**config.mk**
```make
export PLATFORM = sky130hd
export DESIGN_NAME = mem_ctl_top
export DESIGN_NICKNAME = d
export VERILOG_FILES = /design/src/common/mem_ctl_pkg.sv /design/src/common/spi_req_if.sv /design/src/rtl/mem_access_seq.sv /design/src/rtl/mem_ctl_top.sv /design/src/spi/spi_master.sv
export SDC_FILE = /design/constraint.sdc
export NUM_CORES = 1
export LEC_CHECK = 0
export BUFFER_PORTS_ARGS = -buffer_cell sky130_fd_sc_hd__buf_2
export CELL_PAD_IN_SITES_DETAIL_PLACEMENT = 1
export CELL_PAD_IN_SITES_GLOBAL_PLACEMENT = 1
export CORE_MARGIN = 5
export CORE_UTILIZATION = 30
export CTS_CLUSTER_SIZE = 30
export DETAILED_ROUTE_END_ITERATION = 10
export GPL_TIMING_DRIVEN = 0
export PLACE_DENSITY = 0.67
export SYNTH_ARGS = -nofsm -noshare
export SYNTH_HDL_FRONTEND = slang
export SYNTH_SLANG_ARGS = --single-unit
```
**constraint.sdc**
```tcl
create_clock -name clk -period 6.65 [get_ports clk]
set_input_delay 0.3325 -clock clk [delete_from_list [all_inputs] [get_ports clk]]
set_output_delay 0.3325 -clock clk [all_outputs]
set_load 0.03 [all_outputs]
```
**src/common/mem_ctl_pkg.sv**
```systemverilog
// Shared types and frame widths for the SPI data-memory controller
package mem_ctl_pkg;

    // Widths of the fixed parts of an SPI frame
    localparam int SPI_CMD_W  = 8;
    localparam int SPI_ADDR_W = 24;

    // Core data word
    localparam int DATA_W = 32;

    // RISC-V funct3 access codes for loads and stores
    // Codes not listed here are treated as a full word
    typedef enum logic [2:0] {
        SIZE_B  = 3'b000,
        SIZE_H  = 3'b001,
        SIZE_W  = 3'b010,
        SIZE_BU = 3'b100,
        SIZE_HU = 3'b101
    } mem_size_e;

    // Command byte that opens every SPI frame
    typedef enum logic [SPI_CMD_W-1:0] {
        SPI_WRITE = 8'h02,
        SPI_READ  = 8'h03
    } spi_cmd_e;

    // Access sequencer states
    typedef enum logic [1:0] {
        ST_IDLE    = 2'b00,
        ST_ACTIVE  = 2'b01,
        ST_RESPOND = 2'b10
    } seq_state_e;

endpackage

```
**src/common/spi_req_if.sv**
```systemverilog
// Request and result bundle for one SPI transaction between sequencer and engine
interface spi_req_if;
    import mem_ctl_pkg::*;

    // Request side, held by the sequencer until done
    logic                  start;
    logic                  write;
    logic                  flash_sel;
    logic [SPI_ADDR_W-1:0] addr;
    mem_size_e             len;
    logic [DATA_W-1:0]     wdata;

    // Result side, rdata is right-justified and valid with done
    logic [DATA_W-1:0]     rdata;
    logic                  done;

    modport seq (
        output start, write, flash_sel, addr, len, wdata,
        input  rdata, done
    );

    modport engine (
        input  start, write, flash_sel, addr, len, wdata,
        output rdata, done
    );

endinterface

```
**src/rtl/mem_access_seq.sv**
```systemverilog
// Access sequencer: decodes core requests, serves GPIO and hands SPI work to the engine
module mem_access_seq #(
    parameter logic [31:0] FLASH_SIZE = 32'h0000_2000,
    parameter logic [31:0] GPIO_BASE  = 32'h4000_1000,
    parameter int          GPIO_WIDTH = 5
) (
    input  logic                           clk,
    input  logic                           rst_n,

    input  logic [31:0]                    mem_addr,
    input  logic [mem_ctl_pkg::DATA_W-1:0] mem_wdata,
    input  mem_ctl_pkg::mem_size_e         mem_flag,
    input  logic                           mem_we,
    input  logic                           mem_re,
    output logic [mem_ctl_pkg::DATA_W-1:0] mem_rdata,
    output logic                           mem_ready,

    output logic [GPIO_WIDTH-1:0]          gpio_out,

    spi_req_if.seq                         spi
);
    import mem_ctl_pkg::*;

    seq_state_e state;

    logic req;
    logic idle;
    logic gpio_hit;

    // Byte at the access address goes out first, so lane 0 lands in the top byte
    function automatic logic [DATA_W-1:0] pack_store(input logic [DATA_W-1:0] wdata);
        return {wdata[7:0], wdata[15:8], wdata[23:16], wdata[31:24]};
    endfunction

    // Received bits are right-justified with the first byte highest
    // Reassemble little-endian and zero-extend
    function automatic logic [DATA_W-1:0] unpack_load(
        input logic [DATA_W-1:0] raw,
        input mem_size_e         size
    );
        logic [DATA_W-1:0] value;
        case (size)
            SIZE_B, SIZE_BU: value = {24'h0, raw[7:0]};
            SIZE_H, SIZE_HU: value = {16'h0, raw[7:0], raw[15:8]};
            default:         value = {raw[7:0], raw[15:8], raw[23:16], raw[31:24]};
        endcase
        return value;
    endfunction

    assign req      = mem_we || mem_re;
    assign idle     = (state == ST_IDLE);
    assign gpio_hit = (mem_addr == GPIO_BASE);

    // Control state and the GPIO register
    always_ff @(posedge clk or negedge rst_n) begin
        if (!rst_n) begin
            state     <= ST_IDLE;
            mem_ready <= 1'b0;
            spi.start <= 1'b0;
            gpio_out  <= '0;
        end else begin
            mem_ready <= 1'b0;
            spi.start <= 1'b0;

            case (state)
                ST_IDLE: begin
                    if (req) begin
                        if (gpio_hit) begin
                            // Served locally, answer in the next cycle
                            mem_ready <= 1'b1;
                            if (mem_we) begin
                                gpio_out <= mem_wdata[GPIO_WIDTH-1:0];
                            end
                        end else begin
                            spi.start <= 1'b1;
                            state     <= ST_ACTIVE;
                        end
                    end
                end

                ST_ACTIVE: begin
                    if (spi.done) begin
                        mem_ready <= 1'b1;
                        state     <= ST_RESPOND;
                    end
                end

                // mem_ready is high in this cycle
                ST_RESPOND: begin
                    state <= ST_IDLE;
                end

                default: begin
                    state <= ST_IDLE;
                end
            endcase
        end
    end

    // Request fields for the engine and the load result
    always_ff @(posedge clk) begin
        if (idle && req && !gpio_hit) begin
            spi.write     <= mem_we;
            spi.flash_sel <= (mem_addr < FLASH_SIZE);
            spi.addr      <= mem_addr[SPI_ADDR_W-1:0];
            spi.len       <= mem_flag;
            spi.wdata     <= pack_store(mem_wdata);
        end

        if (idle && mem_re && gpio_hit) begin
            mem_rdata <= DATA_W'(gpio_out);
        end else if (state == ST_ACTIVE && spi.done && !spi.write) begin
            mem_rdata <= unpack_load(spi.rdata, spi.len);
        end
    end

    // The core must wait for mem_ready before it issues the next request
    a_req_only_when_idle: assert property (
        @(posedge clk) disable iff (!rst_n)
        req |-> idle
    ) else $error("memory request while an access is still in flight");

    a_no_read_and_write: assert property (
        @(posedge clk) disable iff (!rst_n)
        !(mem_we && mem_re)
    ) else $error("mem_we and mem_re asserted together");

endmodule

```
**src/rtl/mem_ctl_top.sv**
```systemverilog
// Data-side memory controller: core load/store requests to SPI Flash, SPI RAM and GPIO
module mem_ctl_top #(
    parameter logic [31:0] FLASH_SIZE  = 32'h0000_2000,
    parameter logic [31:0] GPIO_BASE   = 32'h4000_1000,
    parameter int          GPIO_WIDTH  = 5,
    parameter int          SPI_CLK_DIV = 2
) (
    input  logic                           clk,
    input  logic                           rst_n,

    // Core data port
    input  logic [31:0]                    mem_addr,
    input  logic [mem_ctl_pkg::DATA_W-1:0] mem_wdata,
    input  mem_ctl_pkg::mem_size_e         mem_flag,
    input  logic                           mem_we,
    input  logic                           mem_re,
    output logic [mem_ctl_pkg::DATA_W-1:0] mem_rdata,
    output logic                           mem_ready,

    // GPIO output register
    output logic [GPIO_WIDTH-1:0]          gpio_out,

    // Shared SPI bus with one select per device
    output logic                           flash_cs_n,
    output logic                           ram_cs_n,
    output logic                           spi_sclk,
    output logic                           spi_mosi,
    input  logic                           spi_miso
);

    // Transaction bundle between sequencer and engine
    spi_req_if spi_bus ();

    mem_access_seq #(
        .FLASH_SIZE (FLASH_SIZE),
        .GPIO_BASE  (GPIO_BASE),
        .GPIO_WIDTH (GPIO_WIDTH)
    ) mem_access_seq_inst (
        .clk       (clk),
        .rst_n     (rst_n),
        .mem_addr  (mem_addr),
        .mem_wdata (mem_wdata),
        .mem_flag  (mem_flag),
        .mem_we    (mem_we),
        .mem_re    (mem_re),
        .mem_rdata (mem_rdata),
        .mem_ready (mem_ready),
        .gpio_out  (gpio_out),
        .spi       (spi_bus.seq)
    );

    // Serializer for the frame, owns both chip selects
    spi_master #(
        .SPI_CLK_DIV (SPI_CLK_DIV)
    ) spi_master_inst (
        .clk        (clk),
        .rst_n      (rst_n),
        .spi_miso   (spi_miso),
        .flash_cs_n (flash_cs_n),
        .ram_cs_n   (ram_cs_n),
        .spi_sclk   (spi_sclk),
        .spi_mosi   (spi_mosi),
        .spi        (spi_bus.engine)
    );

endmodule

```
**src/spi/spi_master.sv**
```systemverilog
// SPI mode-0 engine that sends command, address and data and collects read data from miso
module spi_master #(
    parameter int SPI_CLK_DIV = 2
) (
    input  logic     clk,
    input  logic     rst_n,

    input  logic     spi_miso,
    output logic     flash_cs_n,
    output logic     ram_cs_n,
    output logic     spi_sclk,
    output logic     spi_mosi,

    spi_req_if.engine spi
);
    import mem_ctl_pkg::*;

    localparam int HDR_BITS = SPI_CMD_W + SPI_ADDR_W;
    localparam int TX_W     = HDR_BITS + DATA_W;
    localparam int DIV_W    = (SPI_CLK_DIV > 1) ? $clog2(SPI_CLK_DIV) : 1;

    typedef enum logic [1:0] {
        ENG_IDLE   = 2'b00,
        ENG_SHIFT  = 2'b01,
        ENG_FINISH = 2'b10
    } eng_state_e;

    eng_state_e state;

    logic [DIV_W-1:0]  div_cnt;
    logic              div_last;
    logic [6:0]        bit_cnt;
    logic              in_data_phase;
    spi_cmd_e          cmd;
    logic [TX_W-1:0]   tx_sr;
    logic [DATA_W-1:0] rx_sr;

    // Data bits in the frame for a given access size
    function automatic logic [6:0] data_bits(input mem_size_e size);
        logic [6:0] bits;
        case (size)
            SIZE_B, SIZE_BU: bits = 7'd8;
            SIZE_H, SIZE_HU: bits = 7'd16;
            default:         bits = 7'd32;
        endcase
        return bits;
    endfunction

    assign div_last = (div_cnt == DIV_W'(SPI_CLK_DIV - 1));
    assign cmd      = spi.write ? SPI_WRITE : SPI_READ;

    // bit_cnt counts the bits still to go including the current one
    assign in_data_phase = (bit_cnt <= data_bits(spi.len));

    assign spi_mosi  = (state == ENG_SHIFT) ? tx_sr[TX_W-1] : 1'b0;
    assign spi.rdata = rx_sr;

    // Frame control, clock divider and chip selects
    always_ff @(posedge clk or negedge rst_n) begin
        if (!rst_n) begin
            state      <= ENG_IDLE;
            div_cnt    <= '0;
            bit_cnt    <= '0;
            spi_sclk   <= 1'b0;
            flash_cs_n <= 1'b1;
            ram_cs_n   <= 1'b1;
            spi.done   <= 1'b0;
        end else begin
            spi.done <= 1'b0;

            case (state)
                ENG_IDLE: begin
                    if (spi.start) begin
                        flash_cs_n <= !spi.flash_sel;
                        ram_cs_n   <= spi.flash_sel;
                        div_cnt    <= '0;
                        bit_cnt    <= 7'(HDR_BITS) + data_bits(spi.len);
                        state      <= ENG_SHIFT;
                    end
                end

                ENG_SHIFT: begin
                    if (div_last) begin
                        div_cnt  <= '0;
                        spi_sclk <= !spi_sclk;
                        // Falling edge closes a bit
                        if (spi_sclk) begin
                            bit_cnt <= bit_cnt - 7'd1;
                            if (bit_cnt == 7'd1) begin
                                flash_cs_n <= 1'b1;
                                ram_cs_n   <= 1'b1;
                                state      <= ENG_FINISH;
                            end
                        end
                    end else begin
                        div_cnt <= div_cnt + DIV_W'(1);
                    end
                end

                ENG_FINISH: begin
                    spi.done <= 1'b1;
                    state    <= ENG_IDLE;
                end

                default: begin
                    state <= ENG_IDLE;
                end
            endcase
        end
    end

    // Shift registers move MSB first in both directions
    always_ff @(posedge clk) begin
        if (state == ENG_IDLE && spi.start) begin
            tx_sr <= {cmd, spi.addr, (spi.write ? spi.wdata : {DATA_W{1'b0}})};
            rx_sr <= '0;
        end else if (state == ENG_SHIFT && div_last) begin
            if (!spi_sclk && in_data_phase && !spi.write) begin
                // Sample on the rising edge
                rx_sr <= {rx_sr[DATA_W-2:0], spi_miso};
            end
            if (spi_sclk) begin
                tx_sr <= {tx_sr[TX_W-2:0], 1'b0};
            end
        end
    end

    // The sequencer may only start a frame while the engine is idle
    a_start_when_idle: assert property (
        @(posedge clk) disable iff (!rst_n)
        spi.start |-> (state == ENG_IDLE)
    ) else $error("SPI start while a frame is in progress");

    // Never both selects low, and a low select must match the held flash_sel
    a_one_select: assert property (
        @(posedge clk) disable iff (!rst_n)
        (flash_cs_n || ram_cs_n) &&
        (flash_cs_n || spi.flash_sel) &&
        (ram_cs_n || !spi.flash_sel)
    ) else $error("chip select low that flash_sel does not choose");

endmodule

```
==> impl_metrics.ini, run 1 <==
[grt]
grt_start_max_net_pins = 30
first_global_vias = 6215
antenna_found_initial = 0
globalRouteOverflowTotal = 0
grt.total_usage_pct = 13.3
grt_pass1_wl_um = 33300

[placed_design]
dp_cells = 1198
port_buffers = 112
dp_hpwl_um = 14500
place.gp.congestion = 0.760

[synth]
synth_cells = 710
synth_xor_area_share_pct = 0.211
synth_seq_area_share_pct = 68.0
synth_cell_types = 45
synth_area_leaders = edfxtp_1, dfxtp_1, nand2_1, dfrtp_1, mux2i_1
synth_top_area_cell = edfxtp_1
synth_edf_count = 129
synth_simple_gate_area_share_pct = 17.4
synth_fa_ha_area_share_pct = 0.906
yosysMostFrequentCell = nand2_1
synth_top_family_by_area = simple AND/OR/NAND/NOR gates
synth.cell_area_mm2 = 0.00829
synthArstFlopShare_pct = 10.9
synth_top_area_share_pct = 46.8
synth_seq_cells = 211
synthTopCellsByCount = nand2_1, edfxtp_1, dfxtp_1, nand3_1, mux2i_1
synth_warnings = 0
syn-num-nets = 788
syn_avg_cell_area_um2 = 11.7
synthMuxAreaShare_pct = 6.36
synth_compound_area_share_pct = 4.35
synthFlopType = edfxtp_1

[routing]
drcViolationCount = 0
via_per_inst = 4.58
ant_nets = 0
avgRoutedWirePerCell_um = 16.4
drt_iter0_drc = 248
routed_wirelength_um = 20900
drtPass1Iterations = 4
via_count = 5823

[cts]
cts_resized = 0
cts.sinks = 211
root_buffer = clkbuf_16
htreeDepth = 1
max-clock-path-buffers = 3
tritoncts = yes
clk_pin_slew_worst_paths_ns = 0.06
cts_buffers = 24
clk_latency_ns = 0.51

[sta]
min_period_ns = 3.47
hold_viol = 0
rsz0062_at_grt = no
fin_crit_sh_pct = 52.2
max_freq_ghz = 0.288
setup_viol = 0
worst_pin_slew_ns = 0.957
max_slew_margin_pct = 36.1
holdWs_ns = 0.0140
maxSlewViolCount = 0
fin_skew_ns = 0.0131
setup-tns-final_ns = 0

[cells_and_area]
n_antenna_cell = 0
area_delta_synth_final_pct = 27.3
drive_gt1_share_pct = 19.7
fin_cells = 1272
fin_util_pct = 38.9
multi_input_comb_area_mm2 = 0.00244
layout.nets = 960
seqCellArea_mm2 = 0.00563
nFillCells = 2977

[worst_setup_path]
crit_family = buffers and inverters
critPathSlowestCell = clkbuf_1
crit_chain = clkbuf_1 > nor2b_1 > clkbuf_1 > inv_1 > ha_1 > nor2b_1 > o21ai_0 > nand2b_1 > a211oi_1 > buf_2 > buf_4 > mux2i_1
path_buf_inv = 5
required_ns = 7.07
cp-end-kind = flop
slowest_delay_ns = 0.56
worstPathArrival_ns = 3.89
cp-start-kind = flop
worstPathMaxFanout = 10
crit_type = reg2reg

[power_and_ir_drop]
power_mw = 2.79
clock_power_share_pct = 49.0
seq_power_share_pct = 49.4
vdd_drop_max_mv = 0.184
switching_power_uw = 540
combPwrFrac_pct = 1.6
power.internal_mw = 2.25
p_per_area_mw_per_mm2 = 265
power_leakage_nw = 3.98
p_sw_share_pct = 19.3

[floorplanning]
pin_count = 114
floorplan.die_area_mm2 = 0.0310
die_y_um = 176
die_x_um = 176
start_util_pct = 30.6
rows = 60
core-area_mm2 = 0.0271

[min_path]
hold_class = in2reg

[run_status]
status = finished, final reports clean

[flow_run]
cap_violations = 0
-- state kept, by name (all words and copies together) (netlist names), 2 cells and up --
| name | cells |
|---|---|
| mem_access_seq_inst.state | 2 |
| mem_access_seq_inst.spi.wdata | 32 |
| spi_master_inst.bit_cnt | 7 |
| spi_master_inst.spi.rdata | 32 |
| mem_access_seq_inst.spi.len | 2 |
| mem_access_seq_inst.spi.addr | 24 |
| spi_master_inst.state | 2 |
| mem_access_seq_inst.mem_rdata | 32 |
| spi_master_inst.tx_sr | 64 |
| mem_access_seq_inst.gpio_out | 5 |
-- through the flow --
step	setup WS, ns	area, um^2
after global placement	-0.160	9310
after CTS	3.17	10500
after detailed placement	3.22	9420
after global routing	2.91	10600
final	3.18	10600
after floorplan	1.61	8290
-- cell usage in the layout (no fill, tap or decap), drive strengths merged, types with 2 or more instances in the layout --
master	synthesis	layout
nand2b	5	5
nand2	206	206
a21oi	25	25
clkinv	0	3
nor4	6	6
buf	10	126
mux2	10	10
ha	6	6
o21ai	16	16
and2	8	8
bufinv	0	2
clkbuf	30	68
dfstp	2	2
nor4b	2	2
o211ai	3	3
mux2i	41	41
and3	2	2
a221oi	8	8
dfxtp	59	59
nor3	11	11
nor2b	6	6
nand3	52	52
dlygate4sd3	0	30
dfrtp	21	21
inv	10	10
or3	2	2
nand4	6	6
edfxtp	129	129
nor2	21	21
-- what timing repair did --
item,in CTS,in global routing
hold buffers,29,1
hold endpoints to repair,49,1
setup buffers,0,0
-- area by class of cell --
type / count / share of cell area, %
well taps: 372 / 4.41
multi-input cells: 449 / 23.1
plain buffers: 40 / 1.81
flip-flops and latches: 211 / 53.4
clock buffers: 38 / 7.07
repair buffers: 146 / 8.99
clock inverters: 6 / 0.818
inverters: 10 / 0.356
-- power groups by stage --
stage	clock network (mW)	registers (mW)	logic [mW]
floorplan	0	1.41	0.00223
global placement	0	1.41	0.0302
detailed placement	0	1.41	0.0311
CTS	1.41	1.38	0.0445
global route	1.46	1.38	0.0490
finish	1.37	1.38	0.0445
-- path summary, 6_finish.rpt --
check | startpoint | end | slack, ns | cells after the start
setup reg to reg | mem_access_seq_inst.spi.len[0] | spi_master_inst.spi.rdata[14] | 3.18 | 12
hold / removal | mem_wdata[25] | mem_access_seq_inst.spi.wdata[1] | 0.01 | 1
max in group asynchronous | rst_n | spi_master_inst.bit_cnt[3] | 5.86 | 2
setup / recovery | mem_access_seq_inst.spi.len[0] | spi_master_inst.spi.rdata[14] | 3.18 | 12
hold reg to reg | mem_access_seq_inst.spi.flash_sel | spi_master_inst.flash_cs_n | 0.42 | 1
min in group asynchronous | rst_n | mem_access_seq_inst.state[1] | 0.38 | 2
-- kinds of logic (layout without fill, tap and decap cells) --
group	Yosys count	in the layout
xor+xnor	2	2
buf+inv	50	240
fa+ha+maj	6	6
compound gates	60	60
simple gates	330	330
mux	51	51
flops	211	211
-- routing by layer --
layer / part of all wire [%] / up-vias / wire length (um) / GRT usage (%)
met1: 46 / 2868 / 9560 / 17.8
li1: - / 2834 / - / -
met5: 0 / - / 0 / 0
met4: 1.9 / 0 / 402 / 3.09
met2: 49 / 92 / 10200 / 23.0
met3: 3.5 / 29 / 722 / 1.86
Power figures use the tool's default switching activity.
==> run 2: changes to the inputs <==
==> constraint.sdc (replaced) <==
create_clock -name clk -period 3.45 [get_ports clk]
set_input_delay 0.1725 -clock clk [delete_from_list [all_inputs] [get_ports clk]]
set_output_delay 0.1725 -clock clk [all_outputs]
set_load 0.03 [all_outputs]
==> run 2 against run 1 <==
Compared with the run above:
- first-iteration DRC count rose by 5.2%
- non-clock buffer count grew 31
- clock power increased by 82%
- final cell count up 2.5%
- design area grew 2.2%
- fmax grew 17%
- total power rose by 88%
- critical path depth fell by 1
- sequential power up 93%
- register-to-register slack worse by 2.7 ns
- core utilization is 0.87 points higher
- sequential share of layout area fell by 1.2 points
- critical path type unchanged
==> impl_metrics.ini, run 2 (synthesis results as in run 1) <==
[floorplanning]
rows = 60
die_y_um = 176
start_util_pct = 30.6
die_x_um = 176
floorplan.die_area_mm2 = 0.0310
pin_count = 114
core-area_mm2 = 0.0271

[cells_and_area]
multi_input_comb_area_mm2 = 0.00244
fin_util_pct = 39.8
drive_gt1_share_pct = 19.0
area_delta_synth_final_pct = 30.2
layout_commonest_cell = nand2_1
stdcell_area_mm2 = 0.0108
regMostFlops = spi_master_inst.tx_sr
final_cell_mix = nand2_1, edfxtp_1, buf_2
layout.nets = 992
nFillCells = 2968
largest_reg_flops = 64
n_antenna_cell = 0
seqCellArea_mm2 = 0.00563
fin_cells = 1304

[worst_setup_path]
cp-start-kind = flop
crit_type = reg2reg
r2r_cells = 11
endpoint = spi_master_inst.spi.rdata[20]
worstPathMaxFanout = 10
reg2reg_from = mem_access_seq_inst.spi.len[0]
worstPathArrival_ns = 3.40
cp-end-kind = flop
startpoint = mem_access_seq_inst.spi.len[0]
required_ns = 3.88
rr_endpoint = spi_master_inst.spi.rdata[20]
r2r_setup_slack_ns = 0.48

[power_and_ir_drop]
power_leakage_nw = 4.09
vdd_drop_max_mv = 0.385
p_per_area_mw_per_mm2 = 488
power_mw = 5.26

[sta]
fin_crit_sh_pct = 86.1
min_period_ns = 2.97
setup_viol = 0
fin_skew_ns = 0.0206
rsz0062_at_grt = no
holdWs_ns = 0.0918
worst_pin_slew_ns = 0.824
max_freq_ghz = 0.337
maxSlewViolCount = 0
max_slew_margin_pct = 44.9
hold_viol = 0

[routing]
top_layer_used = met4
dr_wl_met3_um = 730
via_count = 5981
drcViolationCount = 0
ant_nets = 0
routed_wirelength_um = 21700
wl_met2_um = 10500
avgRoutedWirePerCell_um = 16.7
drt_iter0_drc = 261
via_per_inst = 4.59
drt-met1-wl_um = 9960
drtPass1Iterations = 6

[min_path]
hold_class = in2reg

[placed_design]
place_area_mm2 = 0.00939
dp_hpwl_um = 14500
place.gp.congestion = 0.758
port_buffers = 112
dp_cells = 1197

[cts]
clk_pin_slew_worst_paths_ns = 0.06
htreeDepth = 1
tritoncts = yes
cts.sinks = 211
clk_latency_ns = 0.51
cts_buffers = 25
cts_resized = 0
max-clock-path-buffers = 3
root_buffer = clkbuf_16

[grt]
grt.total_usage_pct = 13.7
globalRouteOverflowTotal = 0
antenna_found_initial = 0
grt_start_max_net_pins = 35
first_global_vias = 6287
grt_pass1_wl_um = 34000

[run_status]
status = finished, final reports clean

[flow_run]
cap_violations = 0
[run 2: final cells by class]
type | count | share of cell area [%]
Buffer | 39 | 1.74
Timing Repair Buffer | 178 | 11.6
Clock buffer | 35 | 6.50
Multi-Input combinational cell | 449 | 22.6
Sequential cell | 211 | 52.2
Clock inverter | 10 | 0.661
Tap cell | 372 | 4.32
Inverter | 10 | 0.348
[run 2: layer usage]
| layer | track usage, % | up-vias |
|---|---|---|
| met2 | 23.8 | 110 |
| met5 | 0 | - |
| met3 | 1.95 | 39 |
| met1 | 17.6 | 2926 |
| li1 | - | 2906 |
| met4 | 4.22 | 0 |
[run 2: critical path: stages, from the launching register on]
cell and delay (ns):
edfxtp_1 0.45, nor2b_1 0.16, clkbuf_1 0.46, inv_1 0.11, ha_1 0.30, nor2b_1 0.13
o21ai_0 0.16, nand2b_1 0.09, a211oi_1 0.22, buf_2 0.33, buf_4 0.28, mux2i_1 0.22
[run 2: worst min-delay path by stage]
stage	start	to	slack, ns	cells past startpoint
after global routing	mem_addr[28]	mem_access_seq_inst.spi.start	0.09	4
after floorplan	rst_n	mem_access_seq_inst.gpio_out[0]	-0.12	0
after global placement	rst_n	mem_access_seq_inst.gpio_out[0]	0.20	1
after detailed placement	rst_n	mem_access_seq_inst.gpio_out[0]	0.20	1
final	mem_addr[29]	mem_access_seq_inst.spi.start	0.09	4
after CTS	mem_addr[29]	mem_access_seq_inst.spi.start	0.06	4
[run 2: what timing repair did]
action | 4_1_cts | 5_1_grt
pin swaps | 0 | 0
setup endpoints to repair | 20 | 20
gates cloned | 0 | 0
hold endpoints to repair | 87 | 0
buffers inserted | 0 | 1
hold buffers | 62 | 0
[run 2: metrics by stage]
step / setup TNS (ns) / setup slack, ns
2_1_floorplan: 0 / 0.0582
3_3_place_gp: -52.95 / -1.02
3_5_place_dp: -2.05 / -0.122
4_1_cts: 0 / 0.0853
5_1_grt: 0 / 0.229
6_report: 0 / 0.479
[run 2: power by group]
group	total (mW)	internal (mW)	switching, mW
sequential	2.66	2.66	0.00139
clock	2.49	1.48	1.00
combinational	0.115	0.0762	0.0384
total	5.26	4.22	1.04
==> run 3: changes to the inputs <==
--- a/config.mk
+++ b/config.mk
@@ -8,11 +8,11 @@
 export BUFFER_PORTS_ARGS = -buffer_cell sky130_fd_sc_hd__buf_2
 export CELL_PAD_IN_SITES_DETAIL_PLACEMENT = 1
 export CELL_PAD_IN_SITES_GLOBAL_PLACEMENT = 1
-export CORE_MARGIN = 5
 export CORE_UTILIZATION = 30
 export CTS_CLUSTER_SIZE = 30
 export DETAILED_ROUTE_END_ITERATION = 10
 export GPL_TIMING_DRIVEN = 0
+export HOLD_SLACK_MARGIN = 0.05
 export PLACE_DENSITY = 0.67
 export SYNTH_ARGS = -nofsm -noshare
 export SYNTH_HDL_FRONTEND = slang
==> run 3 against run 2 <==
Compared with the run above:
- register-to-register slack worse by 0.04 ns
- clock skew down 0.0039 ns
- core utilization up 0.37 points
- largest cell class unchanged
- sequential power about the same
- final cell count down 2.0%
- non-clock buffer count up 4
- sequential cell count unchanged
- highest routed layer unchanged
- clock power up 6%
- setup slack worse by 0.041 ns
- worst hold slack worse by 0.0088 ns
- total power up 3.1%
==> impl_metrics.ini, run 3 (synthesis results as in run 1) <==
[cells_and_area]
fin_cells = 1278
nFillCells = 2959
regMostFlops = spi_master_inst.tx_sr
area_delta_synth_final_pct = 31.0
largest_reg_flops = 64
n_antenna_cell = 0
multi_input_comb_area_mm2 = 0.00244
drive_gt1_share_pct = 19.0
final_cell_mix = nand2_1, edfxtp_1, buf_2
layout_commonest_cell = nand2_1
layout.nets = 996
seqCellArea_mm2 = 0.00563
stdcell_area_mm2 = 0.0109

[cts]
cts.sinks = 211
cts_buffers = 25
htreeDepth = 1
clk_pin_slew_worst_paths_ns = 0.06
tritoncts = yes
clk_latency_ns = 0.52
root_buffer = clkbuf_16
max-clock-path-buffers = 3
cts_resized = 0

[floorplanning]
rows = 60
pin_count = 114
die_x_um = 168
floorplan.die_area_mm2 = 0.0283
core-area_mm2 = 0.0270
die_y_um = 168
start_util_pct = 30.7

[power_and_ir_drop]
vdd_drop_max_mv = 0.301
clock_power_share_pct = 48.8
combPwrFrac_pct = 2.1
seq_power_share_pct = 49.1
p_sw_share_pct = 19.6
power.internal_mw = 4.36
power_leakage_nw = 4.12
switching_power_mw = 1.06
p_per_area_mw_per_mm2 = 500

[routing]
drcViolationCount = 0
drtPass1Iterations = 4
wl_met2_um = 10600
via_count = 6012
ant_nets = 0
via_per_inst = 4.70
routed_wirelength_um = 21300
drt_iter0_drc = 276
dr_wl_met3_um = 549
avgRoutedWirePerCell_um = 16.6
top_layer_used = met4
drt-met1-wl_um = 9710

[sta]
fin_skew_ns = 0.0167
hold_viol = 0
max_slew_margin_pct = 54.6
min_period_ns = 3.01
worst_pin_slew_ns = 0.679
maxSlewViolCount = 0
setup-tns-final_ns = 0
rsz0062_at_grt = no
worst_slack_ns = 0.438
max_freq_ghz = 0.332
fin_crit_sh_pct = 87.3
setup_viol = 0
holdWs_ns = 0.0830

[flow_run]
cap_violations = 0

[grt]
globalRouteOverflowTotal = 0
grt_pass1_wl_um = 34200
first_global_vias = 6426
grt.total_usage_pct = 15.3
antenna_found_initial = 0
grt_start_max_net_pins = 29

[worst_setup_path]
worstPathMaxFanout = 10
crit_type = reg2reg
worstPathArrival_ns = 3.45
r2r_cells = 12
required_ns = 3.89
cp-end-kind = flop
cp-start-kind = flop

[placed_design]
place_ws_ns = -0.132
place.gp.congestion = 0.761
dp_cells = 1167
dp_hpwl_um = 14100
port_buffers = 112
place_area_mm2 = 0.00937

[min_path]
hold_class = in2reg
worstHoldPathCells = 4

[run_status]
status = finished, final reports clean
-- run 3: changes by cell type in the layout (fill, tap and decap cells not counted), moves of 2 or more --
cell       change
buf_12         +2
buf_4          +2
bufinv_16      +3
clkbuf_2       -2
clkinv_1       +5
clkinv_2       -4
-- run 3: through the flow --
stage               utilization, %  total power [mW]
finish                        40.2              5.43
global route                  40.2              5.61
CTS                           40.0              5.51
detailed placement            34.7              2.77
global placement              34.3              2.77
floorplan                        -              2.72
-- run 3: path summary, 6_finish.rpt --
path	startpoint	endpoint	slack, ns
setup / recovery	mem_access_seq_inst.spi.len[0]	spi_master_inst.spi.rdata[29]	0.44
hold / removal	mem_addr[29]	mem_access_seq_inst.spi.start	0.08
setup reg to reg	mem_access_seq_inst.spi.len[0]	spi_master_inst.spi.rdata[29]	0.44
hold reg to reg	mem_access_seq_inst.spi.flash_sel	spi_master_inst.flash_cs_n	0.44
max in group asynchronous	rst_n	spi_master_inst.bit_cnt[0]	2.82
min in group asynchronous	rst_n	mem_access_seq_inst.spi.start	0.22
-- run 3: power groups by stage --
stage / Clock, mW / Combinational, mW / Sequential [mW]
6_report: 2.65 / 0.115 / 2.66
5_1_grt: 2.82 / 0.125 / 2.66
4_1_cts: 2.73 / 0.113 / 2.66
3_5_place_dp: 0 / 0.0590 / 2.72
3_3_place_gp: 0 / 0.0574 / 2.72
2_1_floorplan: 0 / 0.00431 / 2.71
-- run 3: repair_timing --
action	4_1_cts	5_1_grt
setup buffers	0	4
hold buffers	62	0
endpoints found under the hold margin	87	0
gates cloned	0	0
endpoints found under the setup margin	20	20
-- run 3: layer usage --
layer / global-route usage [%] / up-vias
met5: 0 / -
met4: 3.79 / 0
met3: 1.95 / 26
met2: 27.0 / 93
met1: 20.0 / 2973
li1: - / 2920
-- run 3: final cells by class --
type | count | area share [%]
multi-input cells | 449 | 22.5
flip-flops and latches | 211 | 51.9
inverters | 10 | 0.346
plain buffers | 39 | 1.73
repair buffers | 182 | 12.0
well taps | 341 | 3.93
clock buffers | 29 | 5.90
clock inverters | 17 | 1.71
-- run 3: worst max-delay path, stage by stage (launching register included) --
cell and delay, ns:
edfxtp_1 0.37, buf_12 0.13, nor2b_1 0.12, clkbuf_1 0.47, inv_1 0.09, ha_1 0.30
nor2b_1 0.13, o21ai_0 0.16, nand2b_1 0.10, a211oi_1 0.22, buf_2 0.32, buf_4 0.29
mux2i_1 0.23
